$ cat src/design/rp_params.svh
// Shared widths and timing constants; RP_SYNC_STAGES must be at least 2 and RP_DAC_W below RP_ADC_W
`ifndef RP_PARAMS_SVH
`define RP_PARAMS_SVH

//////////////////////////////
// Sample widths
//////////////////////////////

`define RP_ADC_W        16   // ADC word incl. sign
`define RP_DAC_W        14   // DAC word incl. sign
`define RP_EXP_W        8    // Pins per expansion bank

//////////////////////////////
// Timing
//////////////////////////////

`define RP_RST_MAX      64   // Core reset cycles after PLL lock
`define RP_LOOP_SHIFT   2    // Loopback DAC to ADC scaling
`define RP_SYNC_STAGES  2    // External trigger flop chain

`endif

$ cat src/design/rp_dsp_pkg.sv
// Sample types for the ADC and DAC paths; all samples are two's complement except dac_code_t
`default_nettype none

package rp_dsp_pkg;

  `include "rp_params.svh"

  //////////////////////////////
  // Single samples
  //////////////////////////////

  typedef logic signed [`RP_ADC_W-1:0] adc_sample_t;  // ADC word
  typedef logic signed [`RP_DAC_W-1:0] dac_sample_t;  // DAC word before coding
  typedef logic        [`RP_DAC_W-1:0] dac_code_t;    // Neg slope offset binary

  //////////////////////////////
  // Channel pairs
  //////////////////////////////

  typedef struct packed {
    adc_sample_t a;      // CH 1
    adc_sample_t b;      // CH 2
    logic        valid;  // Per cycle level, no handshake
  } adc_pair_t;

  typedef struct packed {
    dac_sample_t a;  // CH 1
    dac_sample_t b;  // CH 2
  } dac_pair_t;

  typedef struct packed {
    dac_code_t a;  // Pin code CH 1
    dac_code_t b;  // Pin code CH 2
  } dac_code_pair_t;

endpackage

`default_nettype wire

$ cat src/design/rp_io_pkg.sv
// Expansion connector and trigger types; oe high means the pin drives
`default_nettype none

package rp_io_pkg;

  `include "rp_params.svh"

  // One expansion bank as requested by housekeeping
  typedef struct packed {
    logic [`RP_EXP_W-1:0] dat;  // Output level
    logic [`RP_EXP_W-1:0] oe;   // 1 = output enable
  } exp_bank_t;

  // Trigger routing to the N bank
  typedef struct packed {
    logic out_en;   // Trigger takes N pin 0
    logic src_asg;  // 1 = generator, 0 = scope
  } trig_cfg_t;

endpackage

`default_nettype wire

$ cat src/design/reset_seq.sv
// Core reset stretcher; a lock edge that arrives while rst_n_i is low is not stretched
`timescale 1ns/100ps
`default_nettype none

module reset_seq (
  input  logic adc_clk,
  input  logic rst_n_i,       // Board reset, async active low
  input  logic pll_locked_i,  // PLL lock status
  output logic core_rstn_o    // Core reset, active low
);

  `include "rp_params.svh"

  localparam int RST_MAX = `RP_RST_MAX;
  localparam int CNT_W   = $clog2(RST_MAX + 1);

  logic             locked_q;   // Lock delayed by one cycle
  logic             lock_rise;  // Lock edge seen this cycle
  logic [CNT_W-1:0] rst_cnt;    // Nonzero while stretching

  assign lock_rise = pll_locked_i & ~locked_q;

  //////////////////////////////
  // Lock edge and counter
  //////////////////////////////

  always_ff @(posedge adc_clk or negedge rst_n_i) begin
    if (!rst_n_i) begin
      locked_q    <= 1'b1;  // Steady lock over reset gives no pulse
      rst_cnt     <= '0;
      core_rstn_o <= 1'b0;
    end else begin
      locked_q <= pll_locked_i;
      if (!pll_locked_i) begin
        rst_cnt <= '0;  // Lost lock aborts without reset
      end else if (lock_rise || (rst_cnt != '0)) begin
        if (rst_cnt < CNT_W'(RST_MAX))
          rst_cnt <= rst_cnt + 1'b1;
        else
          rst_cnt <= '0;  // Wrap back to idle
      end
      core_rstn_o <= (rst_cnt == '0);  // Low one cycle after counter
    end
  end

endmodule

`default_nettype wire

$ cat src/design/adc_input_stage.sv
// ADC sample register; loopback samples are widened by sign extension then shifted up
`timescale 1ns/100ps
`default_nettype none

module adc_input_stage import rp_dsp_pkg::*; (
  input  logic      adc_clk,
  input  logic      core_rstn_i,     // Core reset, async active low
  input  adc_pair_t adc_raw_i,       // Deserialized ADC pair
  input  dac_pair_t loop_i,          // Saturated DAC pair
  input  logic      digital_loop_i,  // 1 = replace ADC with DAC
  output adc_pair_t adc_o
);

  `include "rp_params.svh"

  localparam int ADC_W = `RP_ADC_W;
  localparam int DAC_W = `RP_DAC_W;
  localparam int SHIFT = `RP_LOOP_SHIFT;

  adc_sample_t a_q, b_q;  // Channel registers
  logic        valid_q;
  adc_pair_t   adc_d;     // Register input

  // DAC word to ADC scale
  function automatic adc_sample_t loop_ext(input dac_sample_t s);
    adc_sample_t ext;
    ext = {{(ADC_W-DAC_W){s[DAC_W-1]}}, s};
    return ext <<< SHIFT;
  endfunction

  //////////////////////////////
  // Source select
  //////////////////////////////

  always_comb begin
    if (digital_loop_i) begin
      adc_d.a     = loop_ext(loop_i.a);
      adc_d.b     = loop_ext(loop_i.b);
      adc_d.valid = 1'b1;  // Loop data valid every cycle
    end else begin
      adc_d = adc_raw_i;
    end
  end

  always_ff @(posedge adc_clk) begin
    a_q <= adc_d.a;
    b_q <= adc_d.b;
  end

  always_ff @(posedge adc_clk or negedge core_rstn_i) begin
    if (!core_rstn_i)
      valid_q <= 1'b0;
    else
      valid_q <= adc_d.valid;
  end

  assign adc_o = '{a: a_q, b: b_q, valid: valid_q};

endmodule

`default_nettype wire

$ cat src/design/dac_mixer.sv
// Generator plus controller per channel; sat_o is combinational, dac_o one cycle later
`timescale 1ns/100ps
`default_nettype none

module dac_mixer import rp_dsp_pkg::*; (
  input  logic           adc_clk,
  input  logic           core_rstn_i,  // Core reset, async active low
  input  dac_pair_t      asg_i,        // Generator pair
  input  dac_pair_t      pid_i,        // Controller pair
  output dac_pair_t      sat_o,        // Saturated sum, same cycle
  output dac_code_pair_t dac_o         // Registered pin code
);

  `include "rp_params.svh"

  localparam int W = `RP_DAC_W;

  //////////////////////////////
  // Sum and saturation
  //////////////////////////////

  // One guard bit catches overflow
  function automatic dac_sample_t sat_add(input dac_sample_t x, input dac_sample_t y);
    logic [W:0] sum;
    sum = {x[W-1], x} + {y[W-1], y};
    if (sum[W] ^ sum[W-1])
      return {sum[W], {(W-1){~sum[W]}}};  // Clamp to limit of sum sign
    else
      return sum[W-1:0];
  endfunction

  // Keep sign, invert magnitude bits
  function automatic dac_code_t to_code(input dac_sample_t s);
    return {s[W-1], ~s[W-2:0]};
  endfunction

  assign sat_o.a = sat_add(asg_i.a, pid_i.a);
  assign sat_o.b = sat_add(asg_i.b, pid_i.b);

  //////////////////////////////
  // Output register
  //////////////////////////////

  always_ff @(posedge adc_clk or negedge core_rstn_i) begin
    if (!core_rstn_i) begin
      dac_o <= '0;
    end else begin
      dac_o.a <= to_code(sat_o.a);
      dac_o.b <= to_code(sat_o.b);
    end
  end

endmodule

`default_nettype wire

$ cat src/design/exp_pin_mux.sv
// Expansion pin mux; only N pin 0 has an alternate function and only P input 0 is synchronized
`timescale 1ns/100ps
`default_nettype none

module exp_pin_mux import rp_io_pkg::*; (
  input  logic                 adc_clk,
  input  logic                 core_rstn_i,   // Core reset, async active low
  input  exp_bank_t            hk_p_i,        // Housekeeping P request
  input  exp_bank_t            hk_n_i,        // Housekeeping N request
  input  logic [`RP_EXP_W-1:0] exp_p_in_i,    // P pin levels
  input  trig_cfg_t            trig_cfg_i,
  input  logic                 scope_trig_i,  // Scope trigger pulse
  input  logic                 asg_trig_i,    // Generator trigger pulse
  output exp_bank_t            exp_p_o,
  output exp_bank_t            exp_n_o,
  output logic                 trig_ext_o     // Synchronized external trigger
);

  `include "rp_params.svh"

  localparam int SYNC = `RP_SYNC_STAGES;

  logic            trig_sel;  // Chosen trigger source
  logic [SYNC-1:0] sync_q;    // Trigger flop chain

  //////////////////////////////
  // Pin outputs
  //////////////////////////////

  assign exp_p_o  = hk_p_i;  // No alternate function on P
  assign trig_sel = trig_cfg_i.src_asg ? asg_trig_i : scope_trig_i;

  always_comb begin
    exp_n_o = hk_n_i;
    if (trig_cfg_i.out_en) begin
      exp_n_o.dat[0] = trig_sel;
      exp_n_o.oe[0]  = 1'b1;  // Trigger pin always drives
    end
  end

  //////////////////////////////
  // External trigger sync
  //////////////////////////////

  always_ff @(posedge adc_clk or negedge core_rstn_i) begin
    if (!core_rstn_i)
      sync_q <= '0;
    else
      sync_q <= {sync_q[SYNC-2:0], exp_p_in_i[0]};  // Pin 0 is the trigger input
  end

  assign trig_ext_o = sync_q[SYNC-1];

endmodule

`default_nettype wire

$ cat src/design/rp_analog_core.sv
// Signal conditioning core on adc_clk only; every block except reset_seq runs on core_rstn_o
`timescale 1ns/100ps
`default_nettype none

module rp_analog_core import rp_dsp_pkg::*, rp_io_pkg::*; (
  input  logic                 adc_clk,
  input  logic                 rst_n_i,         // Board reset, async active low
  input  logic                 pll_locked_i,
  // ADC and DAC
  input  adc_pair_t            adc_raw_i,       // Deserialized ADC pair
  input  logic                 digital_loop_i,  // 1 = DAC looped into ADC
  input  dac_pair_t            asg_i,           // Generator samples
  input  dac_pair_t            pid_i,           // Controller samples
  // Expansion connector
  input  exp_bank_t            hk_p_i,
  input  exp_bank_t            hk_n_i,
  input  logic [`RP_EXP_W-1:0] exp_p_in_i,
  input  trig_cfg_t            trig_cfg_i,
  input  logic                 scope_trig_i,
  input  logic                 asg_trig_i,
  // Outputs
  output logic                 core_rstn_o,     // Stretched core reset
  output adc_pair_t            adc_o,
  output dac_code_pair_t       dac_o,
  output exp_bank_t            exp_p_o,
  output exp_bank_t            exp_n_o,
  output logic                 trig_ext_o
);

  `include "rp_params.svh"

  dac_pair_t dac_sat;  // Mixer result for loopback

  //////////////////////////////
  // Reset
  //////////////////////////////

  reset_seq i_reset_seq (
    .adc_clk      (adc_clk     ),
    .rst_n_i      (rst_n_i     ),
    .pll_locked_i (pll_locked_i),
    .core_rstn_o  (core_rstn_o )
  );

  //////////////////////////////
  // DAC and ADC paths
  //////////////////////////////

  dac_mixer i_dac_mixer (
    .adc_clk     (adc_clk    ),
    .core_rstn_i (core_rstn_o),
    .asg_i       (asg_i      ),
    .pid_i       (pid_i      ),
    .sat_o       (dac_sat    ),
    .dac_o       (dac_o      )
  );

  adc_input_stage i_adc_input_stage (
    .adc_clk        (adc_clk       ),
    .core_rstn_i    (core_rstn_o   ),
    .adc_raw_i      (adc_raw_i     ),
    .loop_i         (dac_sat       ),  // Loop taps pre register sum
    .digital_loop_i (digital_loop_i),
    .adc_o          (adc_o         )
  );

  //////////////////////////////
  // Expansion pins
  //////////////////////////////

  exp_pin_mux i_exp_pin_mux (
    .adc_clk      (adc_clk     ),
    .core_rstn_i  (core_rstn_o ),
    .hk_p_i       (hk_p_i      ),
    .hk_n_i       (hk_n_i      ),
    .exp_p_in_i   (exp_p_in_i  ),
    .trig_cfg_i   (trig_cfg_i  ),
    .scope_trig_i (scope_trig_i),
    .asg_trig_i   (asg_trig_i  ),
    .exp_p_o      (exp_p_o     ),
    .exp_n_o      (exp_n_o     ),
    .trig_ext_o   (trig_ext_o  )
  );

endmodule

`default_nettype wire

$ cat config.mk
export PLATFORM = sky130hd
export DESIGN_NAME = rp_analog_core
export DESIGN_NICKNAME = d
export VERILOG_FILES = /design/src/design/rp_dsp_pkg.sv /design/src/design/rp_io_pkg.sv /design/src/design/reset_seq.sv /design/src/design/adc_input_stage.sv /design/src/design/dac_mixer.sv /design/src/design/exp_pin_mux.sv /design/src/design/rp_analog_core.sv
export VERILOG_INCLUDE_DIRS = /design/src /design/src/design
export SDC_FILE = /design/constraint.sdc
export NUM_CORES = 1
export LEC_CHECK = 0
export ABC_AREA = 1
export BUFFER_PORTS_ARGS = -buffer_cell sky130_fd_sc_hd__buf_4
export CAP_MARGIN = 20
export CORE_ASPECT_RATIO = 1.1
export CORE_MARGIN = 3
export CORE_UTILIZATION = 46
export CTS_CLUSTER_DIAMETER = 100
export DETAILED_ROUTE_END_ITERATION = 12
export GPL_TIMING_DRIVEN = 0
export PLACE_DENSITY = 0.81
export SLEW_MARGIN = 40
export SYNTH_ARGS = -nofsm -noshare
export SYNTH_HDL_FRONTEND = slang
export SYNTH_SLANG_ARGS = --single-unit
$ cat constraint.sdc
create_clock -name adc_clk -period 1.65 [get_ports adc_clk]
set_clock_uncertainty 0.05 [all_clocks]
set_input_delay 0.2475 -clock adc_clk [delete_from_list [all_inputs] [get_ports adc_clk]]
set_output_delay 0.2475 -clock adc_clk [all_outputs]
set_load 0.01 [all_outputs]
== Word-level counts from Yosys, hierarchy flattened ==
Cells that the tools add are included.

* Logic and storage cells: 36
* Output and inout port bits: 95
* Register bits after elaboration: 72

* Add/sub/neg operators: 3
* Multiplexer cells: 9
* Equality and inequality tests: 1
* Reductions and logical operators: 3
* Bitwise logic cells: 8
* $lt $le $gt $ge: 1

{| class="wikitable"
|+ Operator list
! cell !! number
|-
| two-way mux 33 bit || 1
|-
| adder 14 x 14 -> 15 bit || 2
|-
| two-way mux 14 bit || 2
|-
| inverter 13 bit || 2
|-
| two-way mux 7 bit || 3
|-
| adder 7 x 1 -> 7 bit, second input constant || 1
|-
| zero test 7 bit || 1
|-
| less-than comparator 7 bit, second input constant || 1
|-
| nonzero test 7 bit || 1
|-
| two-way mux 1 bit || 3
|-
| inverter 1 bit || 3
|-
| != test 2 x 1 -> 1 bit, second input constant || 1
|-
| XOR 1 bit || 2
|-
| AND 1 bit || 1
|-
| logical OR 1 bit || 1
|}

== Logic depth before layout (Yosys ltp) ==
Gate-level depths: netlist of the first run.

* Word-level depth: 5
* Mapped depth: 16
* Depth with buffers taken out: 16

== Hierarchy ==
A second synthesis of the first run with hierarchy kept.

* Cell total of the unflattened synthesis: 634
* Area total of the unflattened synthesis: 4616.9 um^2

{| class="wikitable"
|+ By module, submodules not included
! module !! cells an instance !! sequential area each (um^2) !! times used !! area each (um^2)
|-
| dac_mixer || 396 || 700.7 || 1 || 2720.1
|-
| adc_input_stage || 134 || 665.6 || 1 || 1096.1
|-
| reset_seq || 62 || 226.5 || 1 || 484.2
|-
| exp_pin_mux || 42 || 50.0 || 1 || 316.6
|}

== Worst setup path before layout of the first run ==
OpenSTA, ideal clock, no wires.

* Path kind: input to register
* Start point: input asg_i[0] in the netlist's numbering
* End point: register i_adc_input_stage.b_q[11]
* Required time: 1541 ps
* Arrival: 2495 ps
* Slack: -954 ps
* Stages: 16
* Cell sequence: ha_1 > inv_1 > fa_1 > nand3b_1 > nand2_1 > nand2_1 > nand2_1 > nand3_2 > nand2_1 > nand2_2 > and2_1 > ha_1 > clkinv_1 > nand3_1 > nand3_1 > nand2_1

{| class="wikitable"
|+ RTL lines
! element !! line !! source
|-
| start: declaration || rp_analog_core.sv:12 || <nowiki>input dac_pair_t asg_i,</nowiki>
|-
| end signal: assignment || adc_input_stage.sv:47 || <nowiki>b_q <= adc_d.b;</nowiki>
|-
| end: declaration || adc_input_stage.sv:20 || <nowiki>adc_sample_t a_q, b_q;</nowiki>
|}

==> impl_metrics.csv, run 1 <==
group,metric,value,unit
run,maxCapViolations,0,
clock_tree,cts_sinks,72,
clock_tree,htree_levels,3,
setup_path,crit_type,"primary input to register",
sta,slew_headroom,66.4,%
drt,antenna_left,0,
logic_synthesis,synth_edf_count,0,
drt,dr.pass1.iters,4,
logic_synthesis,synth_cell_types,44,
setup_path,arrival,2.35,ns
drt,wl_per_cell,16.1,um
power,p_per_area,1010,nW/um^2
power,leakage,0.00365,uW
sta,maxSlewViolCount,0,
setup_path,required,1.85,ns
sta,finalCritPeriodShare,131,%
clock_tree,cts.path.max_buffers,2,
setup_path,cp-end-kind,"register",
global_routing,grt_pass1_wl,22500,um
sta,grt_setup_unrepaired,"true",
clock_tree,cts_tree,"done",
global_routing,first_global_vias,4743,
clock_tree,clockRootBuffer,"clkbuf_8",
setup_path,cp_max_fo,5,
global_routing,track_usage,26.2,%
cells_and_area,ff_latch_area,1650,sq um
die,die_area,10900,sq um
sta,post-route-min-period,2.16,ns
logic_synthesis,ys_ff_latch,72,
cells_and_area,final_area,7030,sq um
global_routing,grt_overflow_total,0,
cells_and_area,fillers,714,
cells_and_area,multi_input_area,2750,sq um
power,ir_drop,0.000722,V
placement,dp_slack,-1.10,ns
logic_synthesis,syn-num-nets,739,
drt,vias,4646,
placement,place_area,6280,sq um
die,core_area,9400,sq um
sta,hold_viol,0,
global_routing,antenna_found_initial,0,
min_path,hold_class,"primary input to register",
drt,vias_per_cell,5.04,
logic_synthesis,synth-main-ff-cell,"dfrtp_1",
drt,drcViolationCount,0,
setup_path,ff2ff_setup_slack,0.16,ns
sta,holdWs,0.0229,ns
placement,dpl.hpwl,11700,um
drt,routed_wl,14800,um
placement,routabilityCongestion,0.929,
die,rows,37,
logic_synthesis,syn_avg_cell_area,7.88,sq um
sta,setup_viol,28,
outcome,violations,"setup timing",
logic_synthesis,syn_inst,568,
clock_tree,clk_pin_slew,0.09,ns
die,die_w,100,um
global_routing,grt_max_degree,33,
cells_and_area,area_delta_synth_final,57.1,%
sta,fin_ws,-0.507,ns
die,die_height,109,um
cells_and_area,drive_gt1_share,48.6,%
outcome,status,"complete, but fails checks",
placement,port-buffer-count,193,
die,ios,232,
logic_synthesis,yosys_warnings,0,
sta,clock.fmax,0.464,GHz
setup_path,cp-start-kind,"primary input",
cells_and_area,n_antenna_cell,0,
drt,drt_iter0_drc,192,
sta,worstMarginPinSlew,0.503,ns
logic_synthesis,syn-cell-area,4480,sq um
clock_tree,clock_latency,0.36,ns
clock_tree,cts-buffers-inserted,9,
logic_synthesis,yosysSeqAreaShare,36.7,%
logic_synthesis,async_reset_ff_share,55.6,%
cells_and_area,nNetsFinal,970,
die,start_util,47.6,%
-- worst paths after layout --
check                                              from                         to  cells after the start
worst max-delay path                           pid_i[0]   i_adc_input_stage.b_q[2]                     17
worst min-delay path                       adc_raw_i[0]  i_adc_input_stage.valid_q                      2
worst max register to register   i_reset_seq.rst_cnt[0]     i_reset_seq.rst_cnt[2]                      8
worst min register to register  i_reset_seq.core_rstn_o       i_dac_mixer.dac_o[3]                      0
max in group asynchronous       i_reset_seq.core_rstn_o       i_dac_mixer.dac_o[7]                      1
min in group asynchronous       i_reset_seq.core_rstn_o       i_dac_mixer.dac_o[3]                      0
-- critical path: stages --
cell,delay (ns)
buf_8,0.08
ha_4,0.13
inv_2,0.03
fa_2,0.33
nand3b_1,0.18
nand2_2,0.10
nand2_2,0.06
nand2_2,0.07
nand3_2,0.08
nand2_1,0.09
nand2_2,0.05
and2_4,0.15
ha_4,0.27
buf_6,0.12
or2_4,0.23
nand3_2,0.07
nand2_1,0.06
-- placed cells by master (no fill, tap or decap), types with 4 or more instances in the layout --
cell type / n
xnor2_1: 9
nor2_1: 34
inv_1: 45
buf_6: 10
clkinv_1: 4
a21oi_1: 13
dfrtp_1: 38
a21oi_2: 12
nand3_2: 22
buf_4: 238
nand2_4: 11
clkbuf_8: 9
nand3_1: 38
ha_4: 21
nand4_1: 5
dfxtp_1: 32
o21ai_0: 8
ha_1: 8
nand2_2: 25
xor2_1: 7
nand2_1: 151
-- cell usage after synthesis, types with 2 or more instances --
master | count | area, sq um
a21o_1 | 2 | 15.0
a21oi_1 | 23 | 115
a21oi_2 | 2 | 17.5
and2_1 | 3 | 18.8
buf_2 | 2 | 10.0
buf_4 | 32 | 240
buf_6 | 4 | 45.0
clkbuf_1 | 2 | 7.51
clkinv_1 | 5 | 18.8
dfrtp_1 | 39 | 976
dfxtp_1 | 32 | 641
fa_1 | 2 | 40.0
ha_1 | 32 | 400
inv_1 | 48 | 180
nand2_1 | 167 | 627
nand2_2 | 10 | 62.6
nand2_4 | 12 | 135
nand3_1 | 47 | 235
nand3_2 | 13 | 130
nand4_1 | 5 | 31.3
nor2_1 | 36 | 135
nor3_1 | 2 | 10.0
o21ai_0 | 9 | 45.0
o21bai_1 | 2 | 15.0
or2_2 | 4 | 25.0
xnor2_1 | 9 | 78.8
xor2_1 | 7 | 61.3
-- metrics by stage --
stage	power (uW)	util [%]	cells	setup TNS (ns)
5_1_grt	7530	74.8	921	-15.94
4_1_cts	6870	72.6	910	-10.64
2_1_floorplan	3930	-	568	-17.62
6_report	7100	74.8	921	-12.11
3_5_place_dp	5290	66.8	878	-35.69
3_3_place_gp	5230	66.8	878	-34.37
-- state kept, by name (all words and copies together) (netlist names) --
register and cells:
i_reset_seq.core_rstn_o 1, i_reset_seq.rst_cnt 7, i_exp_pin_mux.sync_q 2, i_adc_input_stage.a_q 16, i_adc_input_stage.b_q 16, i_adc_input_stage.valid_q 1, i_reset_seq.locked_q 1, i_dac_mixer.dac_o 28
-- power by group --
part           switching [uW]  total, uW  internal (uW)
logic                    1730       3390           1660
clock network             754       1330            579
registers                 247       2380           2130
total                    2730       7100           4370
-- metal layers --
layer / up-vias / part of all wire [%] / GRT usage (%)
met5: - / 0 / 0
met4: 0 / 3.4 / 9.43
met3: 32 / 7.0 / 6.35
met2: 210 / 54 / 49.6
met1: 2164 / 36 / 28.3
li1: 2240 / - / -
-- final cells by class --
| class | instances | area share (%) |
|---|---|---|
| multi-input combinational | 400 | 39.1 |
| buffer | 42 | 4.89 |
| timing repair buffer | 220 | 24.8 |
| tap | 117 | 2.08 |
| inverter | 54 | 2.99 |
| sequential | 72 | 23.4 |
| clock inverter | 7 | 0.907 |
| clock buffer | 9 | 1.76 |
-- logic make-up after synthesis --
family	share of synthesized area (%)
AO/OA/AOI/OAI	5.56
XOR/XNOR	3.13
adder cells (fa/ha/maj)	9.84
buffers and inverters	11.8
flip-flops	36.7
AND/OR/NAND/NOR	32.9
-- timing repair --
item | in CTS | in global routing
setup buffers | 12 | 11
endpoints found under the setup margin | 30 | 52
hold buffers | 3 | 0
pin swaps | 17 | 11
gates resized for setup | 47 | 22
cloned | 1 | 2
endpoints found under the hold margin | 11 | 0
Note: power is estimated with default switching activity, not from simulation.
==> run 2, diff against run 1 <==
==> constraint.sdc (replaced) <==
create_clock -name adc_clk -period 2.1 [get_ports adc_clk]
set_clock_uncertainty 0.05 [all_clocks]
set_input_delay 0.315 -clock adc_clk [delete_from_list [all_inputs] [get_ports adc_clk]]
set_output_delay 0.315 -clock adc_clk [all_outputs]
set_load 0.005 [all_outputs]
==> run 2 against run 1 <==
The flow still finishes with violations (setup timing); cell count shrank 1.2%; flip-flop and latch count unchanged; clock power shrank 22%; final area fell by 5.4%; non-clock buffer count decreased by 11; count of clock-buffer cells in the layout stayed put; sequential power shrank 21%; total power down 27%; via count is 2.4% lower; highest routed layer unchanged.
==> impl_metrics.csv, run 2 (synthesized netlist as in run 1, its figures left out) <==
group,metric,value,unit
global_routing,track_usage,24.8,%
clock_tree,cts_tree,"done",
die,die_height,109,um
die,die_w,100,um
cells_and_area,final_util,70.8,%
outcome,status,"complete, but fails checks",
power,leakage,0.00358,uW
cells_and_area,n_antenna_cell,0,
cells_and_area,mostFrequentLayoutCell,"buf_4",
setup_path,rr_endpoint,"i_reset_seq.rst_cnt[2]",
sta,finalCritPeriodShare,108,%
placement,routabilityCongestion,0.939,
sta,setup_viol,25,
global_routing,grt_overflow_total,0,
min_path,holdPathStages,1,
sta,grt_setup_unrepaired,"true",
die,rows,37,
global_routing,grt_max_degree,33,
drt,routed_wl,14100,um
clock_tree,htree_levels,3,
clock_tree,clock_latency,0.35,ns
drt,drcViolationCount,0,
cells_and_area,final_area,6650,sq um
cells_and_area,nNetsFinal,959,
setup_path,crit_type,"primary input to register",
clock_tree,cts.path.max_buffers,2,
cells_and_area,fillers,759,
placement,port-buffer-count,193,
global_routing,first_global_vias,4593,
setup_path,cp-start-kind,"primary input",
drt,vias,4533,
run,maxCapViolations,0,
sta,holdWs,0.0380,ns
power,p_per_area,780,nW/um^2
global_routing,antenna_found_initial,0,
drt,dr.pass1.iters,4,
die,ios,232,
min_path,holdPathEnd,"i_exp_pin_mux.sync_q[0]",
sta,hold_viol,0,
clock_tree,clockRootBuffer,"clkbuf_8",
setup_path,arrival,2.45,ns
die,die_area,10900,sq um
drt,antenna_left,0,
cells_and_area,area_delta_synth_final,48.7,%
drt,drt_iter0_drc,164,
cells_and_area,largest_register_ffs,28,
placement,placedCellCount,878,
min_path,hold_class,"primary input to register",
power,ir_drop,0.000384,V
setup_path,cp-end-kind,"register",
placement,place_area,6110,sq um
die,core_area,9400,sq um
placement,dp_slack,-0.636,ns
setup_path,required,2.29,ns
min_path,worstHoldStart,"exp_p_in_i[0]",
outcome,violations,"setup timing",
clock_tree,cts_sinks,72,
setup_path,reg2reg_depth,8,
cells_and_area,final_cell_mix,"buf_4 (232), nand2_1 (156), inv_1 (47)",
sta,maxSlewViolCount,0,
setup_path,cp_max_fo,5,
drt,wl_per_cell,15.5,um
sta,slew_headroom,51.8,%
sta,clock.fmax,0.442,GHz
cells_and_area,post_layout_nonfiller_instances,910,
setup_path,ff2ff_setup_slack,0.59,ns
sta,post-route-min-period,2.26,ns
placement,dpl.hpwl,11400,um
sta,fin_ws,-0.161,ns
clock_tree,clk_pin_slew,0.08,ns
setup_path,rr_startpoint,"i_reset_seq.rst_cnt[0]",
drt,vias_per_cell,4.98,
cells_and_area,top_register,"i_dac_mixer.dac_o",
global_routing,grt_pass1_wl,21300,um
cells_and_area,drive_gt1_share,44.3,%
sta,worstMarginPinSlew,0.722,ns
cells_and_area,top_regs,"i_dac_mixer.dac_o x28, i_adc_input_stage.a_q x16, i_adc_input_stage.b_q x16",
clock_tree,cts-buffers-inserted,9,
die,start_util,47.6,%
==> run 2: cell count changes in the layout (fill, tap and decap cells not counted), sizes merged <==
cell and change:
buf -9, dlygate4sd3 -2
==> run 2: through the flow <==
step	TNS, ns	total power, uW
after detailed placement	-17.19	3930
after floorplan	-6.07	2910
after global routing	-5.38	5530
after global placement	-15.13	3880
final	-2.78	5190
after CTS	-1.35	5080
==> run 2: critical path, stage by stage <==
cell      delay, ns
buf_6          0.08
ha_4           0.13
inv_2          0.04
fa_2           0.33
nand3b_1       0.17
nand2_2        0.10
nand2_2        0.05
nand2_2        0.07
nand3_2        0.08
buf_4          0.15
nand3_2        0.06
and2_4         0.16
ha_4           0.23
a21oi_1        0.18
o21ai_1        0.14
nand3_1        0.12
nand2_1        0.06
==> run 2: power by group <==
part	total, uW	switching (uW)	internal, uW
sequential	1890	221	1670
combinational	2260	1100	1160
clock	1040	591	451
==> run 2: what timing repair did <==
action / 4_1_cts / 5_1_grt
hold buffers: 1 / 0
pin swaps: 13 / 6
endpoints found under the hold margin: 9 / 0
buffers inserted: 9 / 4
gates resized for setup: 27 / 15
endpoints found under the setup margin: 27 / 27
cloned: 1 / 1
==> run 2: worst max path at each step <==
stage	endpoint	cells past startpoint	slack (ns)	from
after floorplan	i_adc_input_stage.b_q[11]	16	-0.28	asg_i[0]
after global placement	i_adc_input_stage.b_q[3]	17	-0.62	asg_i[0]
after detailed placement	i_adc_input_stage.b_q[3]	17	-0.64	asg_i[0]
after CTS	i_adc_input_stage.b_q[14]	17	-0.08	pid_i[0]
after global routing	i_dac_mixer.dac_o[3]	15	-0.25	asg_i[3]
final	i_adc_input_stage.b_q[6]	17	-0.16	pid_i[0]
==> run 2: final cells by class <==
class	count	area [sq um]	share of cell area, %
Clock inverter	7	61.3	0.921
Sequential cell	72	1640	24.7
Tap cell	117	146	2.20
Multi-Input combinational cell	400	2520	37.8
Clock buffer	9	124	1.86
Inverter	54	208	3.12
Timing Repair Buffer	209	1620	24.4
Buffer	42	334	5.02
==> run 2: routing by layer <==
layer / routed length, um / global-route usage (%) / vias to the layer above
li1: - / - / 2221
met1: 5180 / 27.2 / 2084
met2: 7570 / 47.4 / 201
met3: 1020 / 4.63 / 27
met4: 349 / 9.05 / 0
met5: 0 / 0 / -
